===== src/verilog/memtest_pkg.sv =====
/*
 * memtest package
 * bus widths, burst geometry, test window, pattern rule and the
 * sequencer state type shared by the DDR self-test block
 */
package memtest_pkg;

	// ------------------------------
	// bus geometry
	// ------------------------------
	// byte address: [32] cs, [31:15] row, [14:12] bank, [11:2] col, [1:0] datapath
	localparam int ADDR_W = 33;
	localparam int DATA_W = 32;
	localparam int STRB_W = DATA_W / 8;

	// INCR bursts of four 32-bit beats
	localparam int BURST_BEATS = 4;
	localparam int BEAT_CNT_W = $clog2(BURST_BEATS);
	localparam logic [ADDR_W-1:0] BURST_BYTES = ADDR_W'(BURST_BEATS * STRB_W);
	localparam logic [7:0] AXI_LEN = 8'(BURST_BEATS - 1);
	localparam logic [2:0] AXI_SIZE = 3'($clog2(STRB_W));
	localparam logic [1:0] AXI_BURST_INCR = 2'b01;
	localparam logic [1:0] AXI_OKAY = 2'b00;
	// read bursts allowed in flight
	localparam int RD_MAX_OUTST = 2;

	// ------------------------------
	// test window, stop is exclusive
	// ------------------------------
	localparam logic [ADDR_W-1:0] TEST_START = 33'h0_0000_0000;
	localparam logic [ADDR_W-1:0] TEST_STOP = 33'h0_0000_0100;
	localparam logic [DATA_W-1:0] PATTERN_SEED = 32'hA5C3_0F1E;

	typedef enum logic [2:0] {
		ST_IDLE,
		ST_WRITE,
		ST_WRITE_DRAIN,
		ST_READ,
		ST_READ_DRAIN,
		ST_DONE
	} memtest_state_t;

	// data word stored at a byte address
	function automatic logic [DATA_W-1:0] memtest_pattern(input logic [ADDR_W-1:0] addr);
		return addr[DATA_W-1:0] ^ PATTERN_SEED;
	endfunction

endpackage


===== src/verilog/memtest_cmd_if.sv =====
/*
 * memtest burst command link
 * carries one burst start address from the sequencer to a channel
 * master, plus the master's idle and error status back
 */
`timescale 1ns/1ps

interface memtest_cmd_if;
	import memtest_pkg::*;

	// command handshake, valid and addr hold until ready
	logic              cmd_valid;
	logic              cmd_ready;
	logic [ADDR_W-1:0] cmd_addr;
	// no burst in progress
	logic              idle;
	// one-cycle failure pulse and the byte address involved
	logic              err;
	logic [ADDR_W-1:0] err_addr;

	modport seq (
		output cmd_valid,
		output cmd_addr,
		input  cmd_ready,
		input  idle,
		input  err,
		input  err_addr
	);

	modport master (
		input  cmd_valid,
		input  cmd_addr,
		output cmd_ready,
		output idle,
		output err,
		output err_addr
	);

endinterface


===== src/verilog/memtest_sequencer.sv =====
/*
 * memtest sequencer
 * walks the test window once with write bursts, then with read
 * bursts, and latches the first failure and its address
 */
`timescale 1ns/1ps

module memtest_sequencer (
	input  logic                           iAxiCLK,
	input  logic                           iAxiRST,
	input  logic                           i_cfg_done,
	memtest_cmd_if.seq                     wr,
	memtest_cmd_if.seq                     rd,
	output logic                           o_test_run,
	output logic                           o_test_done,
	output logic                           o_test_fail,
	output logic [memtest_pkg::ADDR_W-1:0] o_fail_addr
);
	import memtest_pkg::*;

	memtest_state_t    r_state;
	// current burst start address
	logic [ADDR_W-1:0] r_addr;
	logic              last_burst;
	logic              any_err;
	logic [ADDR_W-1:0] err_addr;

	assign last_burst = (r_addr == TEST_STOP - BURST_BYTES);

	// one command per state, both share the walker
	assign wr.cmd_valid = (r_state == ST_WRITE);
	assign wr.cmd_addr  = r_addr;
	assign rd.cmd_valid = (r_state == ST_READ);
	assign rd.cmd_addr  = r_addr;

	// write errors come first in time
	assign any_err  = wr.err | rd.err;
	assign err_addr = wr.err ? wr.err_addr : rd.err_addr;

	always_ff @(posedge iAxiCLK)
	begin
		if (iAxiRST)
		begin
			r_state     <= ST_IDLE;
			r_addr      <= TEST_START;
			o_test_run  <= 1'b0;
			o_test_done <= 1'b0;
			o_test_fail <= 1'b0;
			o_fail_addr <= '0;
		end
		else if (o_test_run && any_err)
		begin
			// abort on the first failure from either master
			r_state     <= ST_DONE;
			o_test_run  <= 1'b0;
			o_test_done <= 1'b1;
			o_test_fail <= 1'b1;
			o_fail_addr <= err_addr;
		end
		else
		begin
			case (r_state)
				ST_IDLE:
				begin
					// wait for controller config
					if (i_cfg_done)
					begin
						r_state    <= ST_WRITE;
						r_addr     <= TEST_START;
						o_test_run <= 1'b1;
					end
				end
				ST_WRITE:
				begin
					if (wr.cmd_ready)
					begin
						if (last_burst)
							r_state <= ST_WRITE_DRAIN;
						else
							r_addr <= r_addr + BURST_BYTES;
					end
				end
				ST_WRITE_DRAIN:
				begin
					// all B responses back
					if (wr.idle)
					begin
						r_state <= ST_READ;
						r_addr  <= TEST_START;
					end
				end
				ST_READ:
				begin
					if (rd.cmd_ready)
					begin
						if (last_burst)
							r_state <= ST_READ_DRAIN;
						else
							r_addr <= r_addr + BURST_BYTES;
					end
				end
				ST_READ_DRAIN:
				begin
					if (rd.idle)
					begin
						r_state     <= ST_DONE;
						o_test_run  <= 1'b0;
						o_test_done <= 1'b1;
					end
				end
				ST_DONE:
					r_state <= ST_DONE;
				default:
					r_state <= ST_IDLE;
			endcase
		end
	end

	// status flags are set and cleared on separate transitions
	a_run_done_excl: assert property (@(posedge iAxiCLK) disable iff (iAxiRST)
		!(o_test_run && o_test_done));

	// walker stays inside the window on both passes
	a_cmd_in_window: assert property (@(posedge iAxiCLK) disable iff (iAxiRST)
		(wr.cmd_valid || rd.cmd_valid) |-> (r_addr < TEST_STOP));

endmodule


===== src/verilog/axi_write_master.sv =====
/*
 * AXI4 write master
 * writes one INCR pattern burst per command over AW, W and B,
 * and reports a non-OKAY write response
 */
`timescale 1ns/1ps

module axi_write_master (
	input  logic                           iAxiCLK,
	input  logic                           iAxiRST,
	memtest_cmd_if.master                  cmd,
	output logic [memtest_pkg::ADDR_W-1:0] o_awaddr,
	output logic                           o_awvalid,
	input  logic                           i_awready,
	output logic [memtest_pkg::DATA_W-1:0] o_wdata,
	output logic [memtest_pkg::STRB_W-1:0] o_wstrb,
	output logic                           o_wlast,
	output logic                           o_wvalid,
	input  logic                           i_wready,
	input  logic [1:0]                     i_bresp,
	input  logic                           i_bvalid,
	output logic                           o_bready
);
	import memtest_pkg::*;

	logic                  r_busy;
	logic                  r_awvalid;
	logic                  r_wvalid;
	logic [BEAT_CNT_W-1:0] r_beat;
	// burst start address, also the error address
	logic [ADDR_W-1:0]     r_addr;
	logic                  r_err;
	logic                  cmd_fire;
	logic                  w_fire;
	logic                  b_fire;

	// ------------------------------
	// command side
	// ------------------------------
	// one burst at a time
	assign cmd.cmd_ready = ~r_busy;
	assign cmd.idle      = ~r_busy;
	assign cmd.err       = r_err;
	assign cmd.err_addr  = r_addr;

	assign cmd_fire = cmd.cmd_valid & ~r_busy;
	assign w_fire   = r_wvalid & i_wready;
	assign b_fire   = i_bvalid & o_bready;

	// ------------------------------
	// AXI outputs
	// ------------------------------
	assign o_awaddr  = r_addr;
	assign o_awvalid = r_awvalid;
	// beat data follows from beat counter, stable until WREADY
	assign o_wdata   = memtest_pattern(r_addr + ADDR_W'(r_beat * STRB_W));
	assign o_wstrb   = {STRB_W{1'b1}};
	assign o_wlast   = (r_beat == BEAT_CNT_W'(BURST_BEATS - 1));
	assign o_wvalid  = r_wvalid;
	// response accepted once the last beat is out
	assign o_bready  = r_busy & ~r_wvalid;

	always_ff @(posedge iAxiCLK)
	begin
		if (cmd_fire)
			r_addr <= cmd.cmd_addr;
	end

	always_ff @(posedge iAxiCLK)
	begin
		if (iAxiRST)
		begin
			r_busy    <= 1'b0;
			r_awvalid <= 1'b0;
			r_wvalid  <= 1'b0;
			r_beat    <= '0;
			r_err     <= 1'b0;
		end
		else
		begin
			r_err <= 1'b0;
			if (cmd_fire)
			begin
				// AW and W start together next cycle
				r_busy    <= 1'b1;
				r_awvalid <= 1'b1;
				r_wvalid  <= 1'b1;
				r_beat    <= '0;
			end
			else
			begin
				// address sub-engine
				if (r_awvalid && i_awready)
					r_awvalid <= 1'b0;
				// data sub-engine, no wait on AWREADY
				if (w_fire)
				begin
					if (o_wlast)
						r_wvalid <= 1'b0;
					else
						r_beat <= r_beat + 1'b1;
				end
				// burst done on B
				if (b_fire)
				begin
					r_busy <= 1'b0;
					r_err  <= (i_bresp != AXI_OKAY);
				end
			end
		end
	end

	a_awvalid_hold: assert property (@(posedge iAxiCLK) disable iff (iAxiRST)
		(o_awvalid && !i_awready) |=> o_awvalid);

endmodule


===== src/verilog/axi_read_master.sv =====
/*
 * AXI4 read master
 * issues read bursts with up to two in flight and checks every
 * beat against the pattern, RRESP and RLAST position
 */
`timescale 1ns/1ps

module axi_read_master (
	input  logic                           iAxiCLK,
	input  logic                           iAxiRST,
	memtest_cmd_if.master                  cmd,
	output logic [memtest_pkg::ADDR_W-1:0] o_araddr,
	output logic                           o_arvalid,
	input  logic                           i_arready,
	input  logic [memtest_pkg::DATA_W-1:0] i_rdata,
	input  logic [1:0]                     i_rresp,
	input  logic                           i_rlast,
	input  logic                           i_rvalid,
	output logic                           o_rready
);
	import memtest_pkg::*;

	logic [ADDR_W-1:0]                 r_araddr;
	logic                              r_arvalid;
	// bursts accepted and not yet fully returned
	logic [$clog2(RD_MAX_OUTST+1)-1:0] r_outst;
	// start addresses in AR order
	logic [ADDR_W-1:0]                 r_q_addr [RD_MAX_OUTST];
	logic [$clog2(RD_MAX_OUTST)-1:0]   r_wr_ptr;
	logic [$clog2(RD_MAX_OUTST)-1:0]   r_rd_ptr;
	logic [BEAT_CNT_W-1:0]             r_beat;
	logic                              r_err;
	logic [ADDR_W-1:0]                 r_err_addr;
	logic                              cmd_fire;
	logic                              r_fire;
	logic                              last_beat;
	logic                              beat_bad;
	logic [ADDR_W-1:0]                 exp_addr;

	// ------------------------------
	// command side
	// ------------------------------
	// single AR slot, limited by outstanding count
	assign cmd.cmd_ready = ~r_arvalid & (r_outst < RD_MAX_OUTST);
	assign cmd.idle      = (r_outst == '0);
	assign cmd.err       = r_err;
	assign cmd.err_addr  = r_err_addr;

	assign cmd_fire = cmd.cmd_valid & cmd.cmd_ready;
	assign r_fire   = i_rvalid & o_rready;

	assign o_araddr  = r_araddr;
	assign o_arvalid = r_arvalid;
	assign o_rready  = (r_outst != '0);

	// ------------------------------
	// beat check
	// ------------------------------
	assign exp_addr  = r_q_addr[r_rd_ptr] + ADDR_W'(r_beat * STRB_W);
	assign last_beat = (r_beat == BEAT_CNT_W'(BURST_BEATS - 1));
	// bad data, bad response or RLAST off the 4th beat
	assign beat_bad  = (i_rdata != memtest_pattern(exp_addr)) ||
		(i_rresp != AXI_OKAY) || (i_rlast != last_beat);

	always_ff @(posedge iAxiCLK)
	begin
		if (cmd_fire)
		begin
			r_q_addr[r_wr_ptr] <= cmd.cmd_addr;
			r_araddr           <= cmd.cmd_addr;
		end
		if (r_fire)
			r_err_addr <= exp_addr;
	end

	always_ff @(posedge iAxiCLK)
	begin
		if (iAxiRST)
		begin
			r_arvalid <= 1'b0;
			r_outst   <= '0;
			r_wr_ptr  <= '0;
			r_rd_ptr  <= '0;
			r_beat    <= '0;
			r_err     <= 1'b0;
		end
		else
		begin
			r_err <= 1'b0;
			if (cmd_fire)
			begin
				r_arvalid <= 1'b1;
				r_wr_ptr  <= r_wr_ptr + 1'b1;
			end
			else if (r_arvalid && i_arready)
				r_arvalid <= 1'b0;
			// beats return in AR order
			if (r_fire)
			begin
				r_err <= beat_bad;
				if (last_beat)
				begin
					r_beat   <= '0;
					r_rd_ptr <= r_rd_ptr + 1'b1;
				end
				else
					r_beat <= r_beat + 1'b1;
			end
			case ({cmd_fire, r_fire && last_beat})
				2'b10:   r_outst <= r_outst + 1'b1;
				2'b01:   r_outst <= r_outst - 1'b1;
				default: r_outst <= r_outst;
			endcase
		end
	end

	a_outst_limit: assert property (@(posedge iAxiCLK) disable iff (iAxiRST)
		r_outst <= RD_MAX_OUTST);

endmodule


===== src/verilog/memtest_top.sv =====
/*
 * DDR memory self-test top
 * AXI4 master port and test status, built from the sequencer
 * and the write and read channel masters
 */
`timescale 1ns/1ps

module memtest_top (
	input  logic                           iAxiCLK,
	input  logic                           iAxiRST,
	input  logic                           i_cfg_done,
	// write address
	output logic [memtest_pkg::ADDR_W-1:0] o_awaddr_0,
	output logic [7:0]                     o_awlen_0,
	output logic [2:0]                     o_awsize_0,
	output logic [1:0]                     o_awburst_0,
	output logic                           o_awvalid_0,
	input  logic                           i_awready_0,
	// write data
	output logic [memtest_pkg::DATA_W-1:0] o_wdata_0,
	output logic [memtest_pkg::STRB_W-1:0] o_wstrb_0,
	output logic                           o_wlast_0,
	output logic                           o_wvalid_0,
	input  logic                           i_wready_0,
	// write response
	input  logic [1:0]                     i_bresp_0,
	input  logic                           i_bvalid_0,
	output logic                           o_bready_0,
	// read address
	output logic [memtest_pkg::ADDR_W-1:0] o_araddr_0,
	output logic [7:0]                     o_arlen_0,
	output logic [2:0]                     o_arsize_0,
	output logic [1:0]                     o_arburst_0,
	output logic                           o_arvalid_0,
	input  logic                           i_arready_0,
	// read data
	input  logic [memtest_pkg::DATA_W-1:0] i_rdata_0,
	input  logic [1:0]                     i_rresp_0,
	input  logic                           i_rlast_0,
	input  logic                           i_rvalid_0,
	output logic                           o_rready_0,
	// test status
	output logic                           o_test_run,
	output logic                           o_test_done,
	output logic                           o_test_fail,
	output logic [memtest_pkg::ADDR_W-1:0] o_fail_addr
);
	import memtest_pkg::*;

	memtest_cmd_if wr_cmd ();
	memtest_cmd_if rd_cmd ();

	// fixed burst shape on both address channels
	// ID, lock, QoS and sideband stay at their zero defaults in the controller
	assign o_awlen_0   = AXI_LEN;
	assign o_awsize_0  = AXI_SIZE;
	assign o_awburst_0 = AXI_BURST_INCR;
	assign o_arlen_0   = AXI_LEN;
	assign o_arsize_0  = AXI_SIZE;
	assign o_arburst_0 = AXI_BURST_INCR;

	memtest_sequencer u_seq (
		.iAxiCLK     (iAxiCLK),
		.iAxiRST     (iAxiRST),
		.i_cfg_done  (i_cfg_done),
		.wr          (wr_cmd),
		.rd          (rd_cmd),
		.o_test_run  (o_test_run),
		.o_test_done (o_test_done),
		.o_test_fail (o_test_fail),
		.o_fail_addr (o_fail_addr)
	);

	axi_write_master u_wr (
		.iAxiCLK   (iAxiCLK),
		.iAxiRST   (iAxiRST),
		.cmd       (wr_cmd),
		.o_awaddr  (o_awaddr_0),
		.o_awvalid (o_awvalid_0),
		.i_awready (i_awready_0),
		.o_wdata   (o_wdata_0),
		.o_wstrb   (o_wstrb_0),
		.o_wlast   (o_wlast_0),
		.o_wvalid  (o_wvalid_0),
		.i_wready  (i_wready_0),
		.i_bresp   (i_bresp_0),
		.i_bvalid  (i_bvalid_0),
		.o_bready  (o_bready_0)
	);

	axi_read_master u_rd (
		.iAxiCLK   (iAxiCLK),
		.iAxiRST   (iAxiRST),
		.cmd       (rd_cmd),
		.o_araddr  (o_araddr_0),
		.o_arvalid (o_arvalid_0),
		.i_arready (i_arready_0),
		.i_rdata   (i_rdata_0),
		.i_rresp   (i_rresp_0),
		.i_rlast   (i_rlast_0),
		.i_rvalid  (i_rvalid_0),
		.o_rready  (o_rready_0)
	);

endmodule


===== config.mk =====
export PLATFORM = sky130hd
export DESIGN_NAME = memtest_top
export DESIGN_NICKNAME = d
export VERILOG_FILES = /design/src/verilog/memtest_pkg.sv /design/src/verilog/memtest_cmd_if.sv /design/src/verilog/memtest_sequencer.sv /design/src/verilog/axi_write_master.sv /design/src/verilog/axi_read_master.sv /design/src/verilog/memtest_top.sv
export SDC_FILE = /design/constraint.sdc
export NUM_CORES = 1
export LEC_CHECK = 0
export BUFFER_PORTS_ARGS = -buffer_cell sky130_fd_sc_hd__buf_4
export CORE_ASPECT_RATIO = 0.7
export CORE_MARGIN = 4
export CORE_UTILIZATION = 30
export DETAILED_ROUTE_END_ITERATION = 8
export GPL_TIMING_DRIVEN = 0
export PLACE_DENSITY_LB_ADDON = 0.05
export SETUP_SLACK_MARGIN = 0.1
export SLEW_MARGIN = 10
export SYNTH_ARGS = -nofsm -noshare
export SYNTH_HDL_FRONTEND = slang
export SYNTH_SLANG_ARGS = --single-unit

===== constraint.sdc =====
create_clock -name iAxiCLK -period 4.5 [get_ports iAxiCLK]
set_clock_uncertainty 0.15 [all_clocks]
set_input_delay 0.45 -clock iAxiCLK [delete_from_list [all_inputs] [get_ports iAxiCLK]]
set_output_delay 0.45 -clock iAxiCLK [all_outputs]
set_load 0.03 [all_outputs]

==> results.cfg <==
[worst_hold_path]
holdCritPathClass = in -> reg

[yosys]
avgSynthCellArea_um2 = 12.23
ys_seq_elements = 228
yosysMostFrequentCell = edfxtp_1
synth_area_leader_cell = edfxtp_1
synth_area_leaders = edfxtp_1, dfxtp_1, mux2i_1
synth_flop_cell = edfxtp_1
synth.cell_area_um2 = 9878
ys_warn_count = 0
yosys.area.top_type_share_pct = 44.69
synth.distinct_cells = 67
synth_edf_count = 147
ys_seq_area_share_pct = 61.10
synth-async-reset-ratio_pct = 0
synthTopCellsByCount = edfxtp_1, nor2_1, dfxtp_1
syn_inst = 808

[routing]
totalWireLength_um = 29460
vias_per_cell = 4.498
drc_errors = 0
route.antenna.remaining_nets = 0
drtIter0Drc = 393
first_pass_iters = 4
wl_per_cell_um = 19.66
vias = 6742

[critical_path]
worst_setup_path_end_kind = flop
critical_path.cell_chain = buf_6 > buf_6 > buf_2 > mux2_2 > xnor2_1 > nor4_1 > nand3_1 > nor4_1 > nand4_1 > o31a_1
worst_path_largest_cell_delay_ns = 0.52
critPathArrivalTime_ns = 3.67
worst-setup-path-type = reg -> reg
crit_required_ns = 4.76
startpoint_type = flop
critPathMaxFanout = 10
cpMaxStageDelayCell = dfxtp_1

[die]
io_pins = 215
dieArea_um2 = 35940
core-area_um2 = 32410
dieHeight_um = 159.8
die_w_um = 224.9
rows = 55
initial_core_util_pct = 30.48

[clock_tree]
cts_buffers = 25
clock-root-buffer = clkbuf_16
ctsHoldBuffers = 0
cts_max_level = 1
cts_max_path_buffers = 3
worstSkewPairLatency_ns = 0.55
cts_setup_buffers = 0
cts_tree = done
cts.clk_slew.worst_paths_ns = 0.06
clock_sinks = 228
ctsResizeCount = 0

[global_route]
grt_pass1_vias = 6573
grt_usage_pct = 15.94
grt_start_max_net_pins = 34
grt_pass1_wl_um = 43760
gr-total-overflow = 0
antenna_found_initial = 0

[timing]
hold_viol_final = 0
worst_pin_slew_ns = 1.154
rsz0062_at_grt = false
slew_headroom_pct = 22.89
timing.final.crit_period_ns = 3.412
fmax_ghz = 0.2931
setup_viol = 0
finalCritPeriodShare_pct = 75.82
hold_slack_ns = 0.03095
postLayoutSetupSlackWorst_ns = 1.088
drv_slew = 0

[finish]
syn_to_final_growth_pct = 28.92
fillers = 3177
layout.nets = 1103
finish.utilization_pct = 39.29
stdcell_area_um2 = 12730
diodes = 0
fin_cells = 1499
drive_gt1_share_pct = 27.43

[power_and_ir_drop]
seqPwrFrac_pct = 46.9
clkPwrFrac_pct = 40.0
power.leakage_nw = 4.595
peakVddDrop_v = 0.0002386
internal_power_mw = 3.648
powerDensity_nw_per_um2 = 393.0
switching_share_pct = 27.10
comb_power_share_pct = 13.1
switchingPower_mw = 1.356

[placement]
globalplace.congestion = 0.8092
hpwl_um = 22170
port_buffers = 171
placed_cell_area_um2 = 11950
place_inst = 1453
post-place-ws_ns = 1.012

[run_status]
status = completed

[run]
cap_violations = 0
-- power groups by stage --
stage                     clock [mW]  combinational, mW  sequential, mW
after floorplan                    0              0.307            2.45
final                           2.00              0.655            2.35
after global routing            2.16              0.693            2.36
after detailed placement           0              0.659            2.40
after global placement             0              0.643            2.41
after CTS                       2.07              0.661            2.35
-- metal layers --
| layer | part of all wire, % | global-route usage, % | up-vias |
|---|---|---|---|
| li1 | - | - | 3322 |
| met1 | 52 | 25.07 | 3236 |
| met2 | 42 | 23.13 | 150 |
| met3 | 4.2 | 2.775 | 34 |
| met4 | 1.6 | 2.755 | 0 |
| met5 | 0 | 0 | - |
-- final timing paths --
check | endpoint | startpoint | cells past startpoint | slack (ns)
worst max register to register | u_rd.cmd.err$_SDFF_PP0_ | flop | 10 | 1.09
worst min register to register | u_seq.o_fail_addr[2]$_SDFFE_PP0P_ | u_seq.o_fail_addr[2]$_SDFFE_PP0P_ | 2 | 0.31
worst max-delay path | u_rd.cmd.err$_SDFF_PP0_ | flop | 10 | 1.09
worst min-delay path | u_seq.r_state[1]$_SDFFE_PP0P_ | iAxiRST | 2 | 0.03
-- layout by cell type (no fill, tap or decap), types with 6 or more instances in the layout --
| cell type | n |
|---|---|
| a211oi_1 | 33 |
| conb_1 | 43 |
| nor4_1 | 10 |
| nand3_1 | 21 |
| nor2_1 | 81 |
| xor2_1 | 31 |
| xnor2_1 | 40 |
| nand2_1 | 32 |
| clkinv_1 | 7 |
| nor3_1 | 19 |
| a21oi_1 | 24 |
| nand4_1 | 9 |
| inv_1 | 30 |
| and3_1 | 6 |
| edfxtp_1 | 147 |
| or3_1 | 7 |
| dfxtp_1 | 81 |
| mux2i_1 | 47 |
| mux2_2 | 11 |
| clkbuf_1 | 43 |
| nand3b_1 | 11 |
| buf_4 | 215 |
| o21ai_0 | 9 |
| clkbuf_16 | 25 |
-- stage by stage --
| stage | power [mW] | setup TNS [ns] |
|---|---|---|
| after floorplan | 2.759 | 0 |
| after global placement | 3.049 | -52.05 |
| after detailed placement | 3.056 | 0 |
| after CTS | 5.081 | 0 |
| after global routing | 5.213 | 0 |
| final | 5.004 | 0 |
-- logic make-up after synthesis --
group	after synthesis	synth area share, %
XOR/XNOR	73	6.751
AND/OR/NAND/NOR	228	11.97
adder cells (fa/ha/maj)	5	0.6333
buffers and inverters	120	6.624
other	2	0.07603
flip-flops	228	61.10
AO/OA/AOI/OAI	91	6.409
multiplexers	61	6.434
-- worst max-delay path: cells and delay by family, from the launching register on --
kind            cells  cell delay [ns]
simple gates        4             1.02
buf+inv             3             0.70
flops               1             0.52
mux                 1             0.42
compound gates      1             0.30
xor+xnor            1             0.15
-- registers in the layout, indices dropped and copies added, names as in the netlist, named ones only --
signal,count
u_rd.o_arvalid,1
u_wr.cmd.err_addr,29
u_rd.cmd.err,1
u_wr.r_busy,1
u_wr.o_awvalid,1
u_seq.r_state,3
u_rd.r_outst,2
u_rd.r_wr_ptr,1
u_rd.r_rd_ptr,1
u_seq.o_fail_addr,31
u_rd.cmd.err_addr,31
u_wr.cmd.err,1
u_rd.o_araddr,29
u_rd.r_beat,2
u_seq.o_test_fail,1
u_seq.rd.cmd_addr,29
u_wr.r_beat,2
u_seq.o_test_run,1
u_seq.o_test_done,1
u_wr.o_wvalid,1
u_rd.r_q_addr,58
-- final cells by class --
class	count	area [um^2]	share of cell area [%]
clock inverter	16	142.6	1.120
timing repair buffer	177	1361	10.69
inverter	32	120.1	0.9432
buffer	88	534.3	4.195
clock buffer	30	644.4	5.060
tap	427	534.3	4.195
sequential	228	6036	47.40
multi-input combinational	501	3362	26.40
Note: power is estimated with default switching activity, not from simulation.
